$ cat config.mk
export PLATFORM = sky130hd
export DESIGN_NAME = wb_top
export DESIGN_NICKNAME = d
export VERILOG_FILES = /design/src/wb_pkg.sv /design/src/unit_pkg.sv /design/src/wb_top.sv /design/src/operand_bypass.sv /design/src/fpr_wb_sched.sv /design/src/gpr_wb_sched.sv
export VERILOG_INCLUDE_DIRS = /design/src
export SDC_FILE = /design/constraint.sdc
export NUM_CORES = 1
export LEC_CHECK = 0
export BUFFER_PORTS_ARGS = -buffer_cell sky130_fd_sc_hd__clkbuf_2
export CAP_MARGIN = 20
export CELL_PAD_IN_SITES_DETAIL_PLACEMENT = 2
export CELL_PAD_IN_SITES_GLOBAL_PLACEMENT = 2
export CORE_AREA = 5 5 400 402
export CTS_CLUSTER_SIZE = 25
export DETAILED_ROUTE_END_ITERATION = 7
export DIE_AREA = 0 0 405 407
export PLACE_DENSITY_LB_ADDON = 0.1
export SYNTH_ARGS = -nofsm -noshare
export SYNTH_HDL_FRONTEND = slang
export SYNTH_SLANG_ARGS = --single-unit
$ cat constraint.sdc
create_clock -name clk -period 3.86 [get_ports clk]
set_clock_uncertainty 0.2 [all_clocks]
set_input_delay 0.772 -clock clk [delete_from_list [all_inputs] [get_ports clk]]
set_output_delay 0.772 -clock clk [all_outputs]
set_load 0.05 [all_outputs]
$ cat src/wb_params.svh
`ifndef WB_PARAMS_SVH
`define WB_PARAMS_SVH

////////////////////
// bus widths
////////////////////

// rob tag
`define WB_TAG_W 6

// result word
`define WB_DATA_W 32

////////////////////
// unit latencies
////////////////////

// cycles from accept to bus beat
`define GPR_FTOI_LAT 3

// also the depth of the fpr chain
`define FPR_DIV_LAT 14
`define FPR_ADD_LAT 6
`define FPR_MUL_LAT 4
`define FPR_ITOF_LAT 3

// lw, add_sub, mov and fmov
`define SHORT_LAT 1

`endif
$ cat src/wb_pkg.sv
`default_nettype none

`include "wb_params.svh"

package wb_pkg;

	// rob tag of one instruction
	typedef logic [`WB_TAG_W-1:0] tag_t;

	// one result word
	typedef logic [`WB_DATA_W-1:0] word_t;

	// write-back request from a unit
	typedef struct packed {
		logic valid;
		tag_t tag;
	} wb_req_t;

	// bus beat, also used for operand reads
	typedef struct packed {
		logic valid;
		tag_t tag;
		word_t data;
	} cdb_t;

endpackage

`default_nettype wire

$ cat src/unit_pkg.sv
`default_nettype none

package unit_pkg;

	typedef enum logic [1:0] {
		gpr_ftoi,
		gpr_lw,
		gpr_add_sub,
		gpr_mov
	} gpr_unit_t;

	// fdiv and fsqrt share one unit but keep separate result words
	typedef enum logic [2:0] {
		fpr_fdiv,
		fpr_fsqrt,
		fpr_fadd_fsub,
		fpr_fmul,
		fpr_itof,
		fpr_lw,
		fpr_fmov
	} fpr_unit_t;

	////////////////////
	// reservation entries
	////////////////////

	typedef struct packed {
		logic valid;
		wb_pkg::tag_t tag;
		gpr_unit_t unit;
	} gpr_rsv_t;

	typedef struct packed {
		logic valid;
		wb_pkg::tag_t tag;
		fpr_unit_t unit;
	} fpr_rsv_t;

	////////////////////
	// grouped unit signals
	////////////////////

	typedef struct packed {
		wb_pkg::wb_req_t ftoi;
		wb_pkg::wb_req_t lw;
		wb_pkg::wb_req_t add_sub;
		wb_pkg::wb_req_t mov;
	} gpr_reqs_t;

	typedef struct packed {
		logic ftoi;
		logic lw;
		logic add_sub;
		logic mov;
	} gpr_rdys_t;

	typedef struct packed {
		wb_pkg::word_t ftoi;
		wb_pkg::word_t lw;
		wb_pkg::word_t add_sub;
		wb_pkg::word_t mov;
	} gpr_results_t;

	typedef struct packed {
		wb_pkg::wb_req_t fdiv_fsqrt;
		logic is_fsqrt;
		wb_pkg::wb_req_t fadd_fsub;
		wb_pkg::wb_req_t fmul;
		wb_pkg::wb_req_t itof;
		wb_pkg::wb_req_t lw;
		wb_pkg::wb_req_t fmov;
	} fpr_reqs_t;

	typedef struct packed {
		logic fdiv_fsqrt;
		logic fadd_fsub;
		logic fmul;
		logic itof;
		logic lw;
		logic fmov;
	} fpr_rdys_t;

	typedef struct packed {
		wb_pkg::word_t fdiv;
		wb_pkg::word_t fsqrt;
		wb_pkg::word_t fadd_fsub;
		wb_pkg::word_t fmul;
		wb_pkg::word_t itof;
		wb_pkg::word_t lw;
		wb_pkg::word_t fmov;
	} fpr_results_t;

endpackage

`default_nettype wire

$ cat src/wb_top.sv
`timescale 1ns/10ps
`default_nettype none

module wb_top (
	input  logic                   clk,
	input  logic                   rst_n,
	input  logic                   flush,
	input  unit_pkg::gpr_reqs_t    gpr_req,
	output unit_pkg::gpr_rdys_t    gpr_rdy,
	input  wb_pkg::wb_req_t        gpr_in,
	output logic                   gpr_in_rdy,
	input  unit_pkg::fpr_reqs_t    fpr_req,
	output unit_pkg::fpr_rdys_t    fpr_rdy,
	input  wb_pkg::wb_req_t        fpr_in,
	output logic                   fpr_in_rdy,
	input  wb_pkg::word_t          in_data,
	input  unit_pkg::gpr_results_t gpr_result,
	input  unit_pkg::fpr_results_t fpr_result,
	output wb_pkg::cdb_t           gpr_cdb,
	output wb_pkg::cdb_t           fpr_cdb,
	input  wb_pkg::cdb_t           gpr_arch_read [2],
	input  wb_pkg::cdb_t           gpr_rob_read [2],
	input  wb_pkg::cdb_t           fpr_arch_read [2],
	input  wb_pkg::cdb_t           fpr_rob_read [2],
	output wb_pkg::cdb_t           gpr_operand [2],
	output wb_pkg::cdb_t           fpr_operand [2]
);

	////////////////////
	// integer side
	////////////////////

	gpr_wb_sched i_gpr_sched (
		.clk     (clk),
		.rst_n   (rst_n),
		.flush   (flush),
		.req     (gpr_req),
		.rdy     (gpr_rdy),
		.in_req  (gpr_in),
		.in_rdy  (gpr_in_rdy),
		.in_data (in_data),
		.result  (gpr_result),
		.cdb     (gpr_cdb)
	);

	operand_bypass i_gpr_bypass (
		.arch_read (gpr_arch_read),
		.rob_read  (gpr_rob_read),
		.cdb       (gpr_cdb),
		.operand   (gpr_operand)
	);

	////////////////////
	// float side
	////////////////////

	// in_data is shared, each bus has its own in request
	fpr_wb_sched i_fpr_sched (
		.clk     (clk),
		.rst_n   (rst_n),
		.flush   (flush),
		.req     (fpr_req),
		.rdy     (fpr_rdy),
		.in_req  (fpr_in),
		.in_rdy  (fpr_in_rdy),
		.in_data (in_data),
		.result  (fpr_result),
		.cdb     (fpr_cdb)
	);

	operand_bypass i_fpr_bypass (
		.arch_read (fpr_arch_read),
		.rob_read  (fpr_rob_read),
		.cdb       (fpr_cdb),
		.operand   (fpr_operand)
	);

endmodule

`default_nettype wire

$ cat src/operand_bypass.sv
`timescale 1ns/10ps
`default_nettype none

module operand_bypass (
	input  wb_pkg::cdb_t arch_read [2],
	input  wb_pkg::cdb_t rob_read [2],
	input  wb_pkg::cdb_t cdb,
	output wb_pkg::cdb_t operand [2]
);

	// bus broadcast carrying the awaited tag
	logic [1:0] hit;

	for (genvar i = 0; i < 2; i++) begin : g_operand
		assign hit[i] = cdb.valid && (cdb.tag == arch_read[i].tag);

		// arch tag names the producer when the arch copy is stale
		assign operand[i].valid = arch_read[i].valid || rob_read[i].valid || hit[i];
		assign operand[i].tag   = arch_read[i].tag;

		// arch copy first, then the bus, rob last
		always_comb begin
			if (arch_read[i].valid) begin
				operand[i].data = arch_read[i].data;
			end else if (hit[i]) begin
				operand[i].data = cdb.data;
			end else begin
				operand[i].data = rob_read[i].data;
			end
		end
	end

endmodule

`default_nettype wire

$ cat src/fpr_wb_sched.sv
`timescale 1ns/10ps
`default_nettype none

`include "wb_params.svh"

module fpr_wb_sched (
	input  logic                   clk,
	input  logic                   rst_n,
	input  logic                   flush,
	input  unit_pkg::fpr_reqs_t    req,
	output unit_pkg::fpr_rdys_t    rdy,
	input  wb_pkg::wb_req_t        in_req,
	output logic                   in_rdy,
	input  wb_pkg::word_t          in_data,
	input  unit_pkg::fpr_results_t result,
	output wb_pkg::cdb_t           cdb
);

	// depth set by the slowest unit, fdiv/fsqrt
	unit_pkg::fpr_rsv_t rsv [`FPR_DIV_LAT];
	unit_pkg::fpr_rsv_t rsv_nxt [`FPR_DIV_LAT];

	logic acc_fdiv_fsqrt;
	logic acc_fadd_fsub;
	logic acc_fmul;
	logic acc_itof;
	logic acc_lw;
	logic acc_fmov;
	logic acc_in;

	////////////////////
	// ready and accept
	////////////////////

	// a unit needs the stage that would move into its entry point
	assign rdy.fdiv_fsqrt = 1'b1;
	assign rdy.fadd_fsub  = !rsv[`FPR_ADD_LAT].valid;
	assign rdy.fmul       = !rsv[`FPR_MUL_LAT].valid;
	assign rdy.itof       = !rsv[`FPR_ITOF_LAT].valid;
	assign rdy.lw         = !rsv[`SHORT_LAT].valid;
	assign rdy.fmov       = !rsv[`SHORT_LAT].valid && !req.lw.valid;
	assign in_rdy         = !rsv[0].valid;

	assign acc_fdiv_fsqrt = req.fdiv_fsqrt.valid && rdy.fdiv_fsqrt;
	assign acc_fadd_fsub  = req.fadd_fsub.valid && rdy.fadd_fsub;
	assign acc_fmul       = req.fmul.valid && rdy.fmul;
	assign acc_itof       = req.itof.valid && rdy.itof;
	assign acc_lw         = req.lw.valid && rdy.lw;
	assign acc_fmov       = req.fmov.valid && rdy.fmov;
	assign acc_in         = in_req.valid && in_rdy;

	////////////////////
	// reservation chain
	////////////////////

	always_comb begin
		for (int i = 0; i < `FPR_DIV_LAT - 1; i++) begin
			rsv_nxt[i] = rsv[i+1];
		end

		// top of chain, remember which of the pair
		rsv_nxt[`FPR_DIV_LAT-1].valid = acc_fdiv_fsqrt;
		rsv_nxt[`FPR_DIV_LAT-1].tag   = req.fdiv_fsqrt.tag;
		if (req.is_fsqrt) begin
			rsv_nxt[`FPR_DIV_LAT-1].unit = unit_pkg::fpr_fsqrt;
		end else begin
			rsv_nxt[`FPR_DIV_LAT-1].unit = unit_pkg::fpr_fdiv;
		end

		// merge points, shifted entry keeps the slot
		if (!rsv[`FPR_ADD_LAT].valid) begin
			rsv_nxt[`FPR_ADD_LAT-1].valid = acc_fadd_fsub;
			rsv_nxt[`FPR_ADD_LAT-1].tag   = req.fadd_fsub.tag;
			rsv_nxt[`FPR_ADD_LAT-1].unit  = unit_pkg::fpr_fadd_fsub;
		end
		if (!rsv[`FPR_MUL_LAT].valid) begin
			rsv_nxt[`FPR_MUL_LAT-1].valid = acc_fmul;
			rsv_nxt[`FPR_MUL_LAT-1].tag   = req.fmul.tag;
			rsv_nxt[`FPR_MUL_LAT-1].unit  = unit_pkg::fpr_fmul;
		end
		if (!rsv[`FPR_ITOF_LAT].valid) begin
			rsv_nxt[`FPR_ITOF_LAT-1].valid = acc_itof;
			rsv_nxt[`FPR_ITOF_LAT-1].tag   = req.itof.tag;
			rsv_nxt[`FPR_ITOF_LAT-1].unit  = unit_pkg::fpr_itof;
		end

		// lw before fmov
		if (!rsv[`SHORT_LAT].valid) begin
			rsv_nxt[`SHORT_LAT-1].valid = acc_lw || acc_fmov;
			if (acc_lw) begin
				rsv_nxt[`SHORT_LAT-1].tag  = req.lw.tag;
				rsv_nxt[`SHORT_LAT-1].unit = unit_pkg::fpr_lw;
			end else begin
				rsv_nxt[`SHORT_LAT-1].tag  = req.fmov.tag;
				rsv_nxt[`SHORT_LAT-1].unit = unit_pkg::fpr_fmov;
			end
		end

		// mispredict drops everything in flight
		if (flush) begin
			for (int i = 0; i < `FPR_DIV_LAT; i++) begin
				rsv_nxt[i].valid = 1'b0;
			end
		end
	end

	always_ff @(posedge clk or negedge rst_n) begin
		if (!rst_n) begin
			for (int i = 0; i < `FPR_DIV_LAT; i++) begin
				rsv[i] <= '0;
			end
		end else begin
			rsv <= rsv_nxt;
		end
	end

	////////////////////
	// bus output
	////////////////////

	// in only gets the bus when no reservation holds it
	always_comb begin
		cdb.valid = rsv[0].valid || acc_in;
		cdb.tag   = rsv[0].valid ? rsv[0].tag : in_req.tag;
		if (!rsv[0].valid) begin
			cdb.data = in_data;
		end else begin
			case (rsv[0].unit)
				unit_pkg::fpr_fdiv:      cdb.data = result.fdiv;
				unit_pkg::fpr_fsqrt:     cdb.data = result.fsqrt;
				unit_pkg::fpr_fadd_fsub: cdb.data = result.fadd_fsub;
				unit_pkg::fpr_fmul:      cdb.data = result.fmul;
				unit_pkg::fpr_itof:      cdb.data = result.itof;
				unit_pkg::fpr_lw:        cdb.data = result.lw;
				default:                 cdb.data = result.fmov;
			endcase
		end
	end

endmodule

`default_nettype wire

$ cat src/gpr_wb_sched.sv
`timescale 1ns/10ps
`default_nettype none

`include "wb_params.svh"

module gpr_wb_sched (
	input  logic                   clk,
	input  logic                   rst_n,
	input  logic                   flush,
	input  unit_pkg::gpr_reqs_t    req,
	output unit_pkg::gpr_rdys_t    rdy,
	input  wb_pkg::wb_req_t        in_req,
	output logic                   in_rdy,
	input  wb_pkg::word_t          in_data,
	input  unit_pkg::gpr_results_t result,
	output wb_pkg::cdb_t           cdb
);

	// stage 0 is the bus end
	unit_pkg::gpr_rsv_t rsv [`GPR_FTOI_LAT];
	unit_pkg::gpr_rsv_t rsv_nxt [`GPR_FTOI_LAT];

	logic acc_ftoi;
	logic acc_lw;
	logic acc_add_sub;
	logic acc_mov;
	logic acc_short;
	logic acc_in;

	////////////////////
	// ready and accept
	////////////////////

	// lw first, then add_sub, then mov
	assign rdy.ftoi    = 1'b1;
	assign rdy.lw      = !rsv[`SHORT_LAT].valid;
	assign rdy.add_sub = !rsv[`SHORT_LAT].valid && !req.lw.valid;
	assign rdy.mov     = !rsv[`SHORT_LAT].valid && !req.lw.valid && !req.add_sub.valid;
	assign in_rdy      = !rsv[0].valid;

	assign acc_ftoi    = req.ftoi.valid && rdy.ftoi;
	assign acc_lw      = req.lw.valid && rdy.lw;
	assign acc_add_sub = req.add_sub.valid && rdy.add_sub;
	assign acc_mov     = req.mov.valid && rdy.mov;
	assign acc_short   = acc_lw || acc_add_sub || acc_mov;
	assign acc_in      = in_req.valid && in_rdy;

	////////////////////
	// reservation chain
	////////////////////

	always_comb begin
		for (int i = 0; i < `GPR_FTOI_LAT - 1; i++) begin
			rsv_nxt[i] = rsv[i+1];
		end
		rsv_nxt[`GPR_FTOI_LAT-1].valid = acc_ftoi;
		rsv_nxt[`GPR_FTOI_LAT-1].tag   = req.ftoi.tag;
		rsv_nxt[`GPR_FTOI_LAT-1].unit  = unit_pkg::gpr_ftoi;
		// shifted entry keeps the slot
		if (!rsv[`SHORT_LAT].valid) begin
			rsv_nxt[`SHORT_LAT-1].valid = acc_short;
			if (acc_lw) begin
				rsv_nxt[`SHORT_LAT-1].tag  = req.lw.tag;
				rsv_nxt[`SHORT_LAT-1].unit = unit_pkg::gpr_lw;
			end else if (acc_add_sub) begin
				rsv_nxt[`SHORT_LAT-1].tag  = req.add_sub.tag;
				rsv_nxt[`SHORT_LAT-1].unit = unit_pkg::gpr_add_sub;
			end else begin
				rsv_nxt[`SHORT_LAT-1].tag  = req.mov.tag;
				rsv_nxt[`SHORT_LAT-1].unit = unit_pkg::gpr_mov;
			end
		end
		// mispredict drops everything in flight
		if (flush) begin
			for (int i = 0; i < `GPR_FTOI_LAT; i++) begin
				rsv_nxt[i].valid = 1'b0;
			end
		end
	end

	always_ff @(posedge clk or negedge rst_n) begin
		if (!rst_n) begin
			for (int i = 0; i < `GPR_FTOI_LAT; i++) begin
				rsv[i] <= '0;
			end
		end else begin
			rsv <= rsv_nxt;
		end
	end

	////////////////////
	// bus output
	////////////////////

	always_comb begin
		cdb.valid = rsv[0].valid || acc_in;
		cdb.tag   = rsv[0].valid ? rsv[0].tag : in_req.tag;
		if (!rsv[0].valid) begin
			cdb.data = in_data;
		end else begin
			case (rsv[0].unit)
				unit_pkg::gpr_ftoi:    cdb.data = result.ftoi;
				unit_pkg::gpr_lw:      cdb.data = result.lw;
				unit_pkg::gpr_add_sub: cdb.data = result.add_sub;
				default:               cdb.data = result.mov;
			endcase
		end
	end

endmodule

`default_nettype wire

==> flow_summary.ini <==
[status]
outcome = finished, violations left
violations = setup timing

[timing]
hold_viol = 0
min_period_ns = 4.08
timing.fmax_ghz = 0.245
drv_slew = 0
rsz0062_at_grt = yes
setup_ws_ns = -0.219
worstMarginPinSlew_ns = 0.929
finalCritPeriodShare_pct = 106
slew_headroom_pct = 38.1
setup_viol = 100
setup_tns_ns = -9.29

[cells_and_area]
nNetsFinal = 3223
final_area_mm2 = 0.0269
fin_cells = 4528
utilization_pct = 17.3
drive_above_1_share_pct = 65.6
nFillCells = 17800
area_delta_synth_final_pct = 124

[worst_setup_path]
r2r_slack_ns = 2.34
critPathKind = flop to output pin
startpoint_type = flop
critPathArrivalTime_ns = 3.11
r2r_start = i_gpr_sched.rsv[17]$_DFF_PN0_
rr_endpoint = i_gpr_sched.rsv[26]$_DFF_PN0_
cp_max_fo = 15
worstPathRequired_ns = 2.89
reg2reg_depth = 2
worst_setup_path_end_kind = output pin

[logic_synthesis]
avgSynthCellArea_um2 = 8.85
syn_inst = 1358
syn_area_mm2 = 0.0120
synth_ff_type = dfrtp_1
synth.distinct_cells = 51
synth_area_leaders = dfrtp_1 30%, mux2_2 8.0%, nor2b_1 7.4%
async_reset_ff_share_pct = 100
yosysTopAreaCellShare_pct = 30.0
yosysTopAreaCell = dfrtp_1
synth_commonest_cells = 144 x dfrtp_1, 142 x nor2b_1, 107 x clkbuf_1, 89 x nand2_1, 86 x inv_1
ys_seq_elements = 144
yosysSeqAreaShare_pct = 30.0
synth.most_common_cell = dfrtp_1
yosys_warnings = 0
synth_edf_count = 0

[floorplan]
initial_core_util_pct = 7.72
die_x_um = 405
core_area_mm2 = 0.156
num_rows = 145
die_area_mm2 = 0.165
io_pins = 1030
die_h_um = 407

[cts]
htreeDepth = 4
cts_buffers = 25
worstSkewPairLatency_ns = 0.48
clkTransAtPathRegs_ns = 0.06
cts_tree = built
cts-root-buf = clkbuf_16
cts.sinks = 144
cts_buffer_depth = 3

[job]
max_cap_violations = 0

[pwr]
power_per_cell_area_mw_per_mm2 = 292
p_leak_nw = 12.0
ir_drop_v = 0.000248

[detailed_routing]
avgRoutedWirePerCell_um = 31.6
wirelength_um = 143000
via_count = 16200
firstDrtPassIters = 4
vias_per_cell = 3.57
drc = 0
antenna_left = 0
drt_iter0_drc = 614

[global_route]
grt_pass1_wl_um = 180000
track_usage_pct = 16.3
globalRouteOverflowTotal = 0
antenna_found_initial = 75
grt_start_max_net_pins = 69
grt_pass1_vias = 18000

[placed_design]
placed_cell_area_mm2 = 0.0223
globalplace.congestion = 0.839
io_buffer_count = 1003
dp.cells = 4375
place_hpwl_um = 118000

[hold_path]
hp-class = primary input to asynchronous set/reset pin
==> worst max-delay path: stages, from the launching register on <==
cell     delay (ns)
dfrtp_4        0.56
buf_6          0.15
mux2_2         0.28
xor2_1         0.14
or3_4          0.34
buf_4          0.16
buf_12         0.16
nor4_4         0.35
buf_4          0.17
a221o_1        0.15
buf_12         0.15
==> state kept, by name (all words and copies together) (netlist names) <==
register,count
i_gpr_sched.rsv,23
i_fpr_sched.rsv,121
==> logic make-up (layout without fill, tap and decap cells) <==
group | after synthesis | count (layout) | synth area share (%)
other | 1 | 27 | 0.0312
flip-flops | 144 | 144 | 30.0
multiplexers | 170 | 170 | 18.5
AO/OA/AOI/OAI | 329 | 329 | 21.3
XOR/XNOR | 23 | 23 | 1.68
AND/OR/NAND/NOR | 438 | 438 | 19.3
buffers and inverters | 253 | 1339 | 9.28
==> metal layers <==
layer | track usage [%] | wire (um) | vias up
met2 | 31.5 | 76600 | 663
met3 | 4.60 | 10500 | 162
met5 | 0 | 209 | -
li1 | - | - | 7187
met4 | 3.00 | 2650 | 32
met1 | 17.7 | 53000 | 8118
==> layout by cell type, fill, tap and decap left out, types with 30 or more instances in the layout <==
master and instances:
mux2i_1 32, inv_1 83, o311ai_4 64, buf_4 130
a221o_1 30, buf_6 31, nor2b_1 133, mux4_2 32
nand2_1 86, nor4_2 32, nor2_1 79, clkbuf_2 849
dfrtp_1 139, buf_12 149, mux2_2 63, o21ai_1 49
and2_1 33
==> timing repair <==
item / 4_1_cts / 5_1_grt
gates resized for setup: 364 / 148
endpoints found under the setup margin: 144 / 144
setup buffers: 47 / 25
pin swaps: 76 / 69
gates cloned: 25 / 4
hold buffers: 0 / 0
==> metrics by stage <==
stage | setup WS, ns | hold WS (ns) | total power, mW
final | -0.219 | 0.0859 | 7.86
after detailed placement | -0.260 | 0.136 | 5.33
after CTS | -0.293 | 0.118 | 7.90
after floorplan | -0.549 | 0.131 | 3.39
after global routing | -0.327 | 0.145 | 8.22
after global placement | -0.634 | 0.132 | 5.30
==> cell type report <==
class                           count  area [um^2]  share of cell area [%]
Antenna cell                       25         62.6                   0.233
Clock buffer                       32          702                    2.61
Clock inverter                      1         30.0                   0.112
Inverter                           86          323                    1.20
Multi-Input combinational cell    962         9790                    36.4
Sequential cell                   144         3620                    13.5
Tap cell                         2058         2570                    9.58
Timing Repair Buffer             1220         9780                    36.4
==> power by group <==
| part | internal [mW] | switching, mW |
|---|---|---|
| Clock | 1.32 | 0.683 |
| Sequential | 1.60 | 0.0603 |
| Combinational | 1.67 | 2.53 |
==> how the worst max path moves through the flow <==
| stage | start | to | slack (ns) |
|---|---|---|---|
| after floorplan | i_fpr_sched.rsv[139]$_DFF_PN0_ | fpr_operand[68] | -0.55 |
| after global placement | i_fpr_sched.rsv[139]$_DFF_PN0_ | fpr_operand[63] | -0.63 |
| after detailed placement | i_fpr_sched.rsv[139]$_DFF_PN0_ | fpr_operand[62] | -0.26 |
| after CTS | i_fpr_sched.rsv[139]$_DFF_PN0_ | fpr_operand[23] | -0.29 |
| after global routing | i_fpr_sched.rsv[139]$_DFF_PN0_ | fpr_operand[11] | -0.33 |
| final | i_fpr_sched.rsv[139]$_DFF_PN0_ | fpr_operand[12] | -0.22 |
No activity file was read; power rests on OpenSTA's default activity.
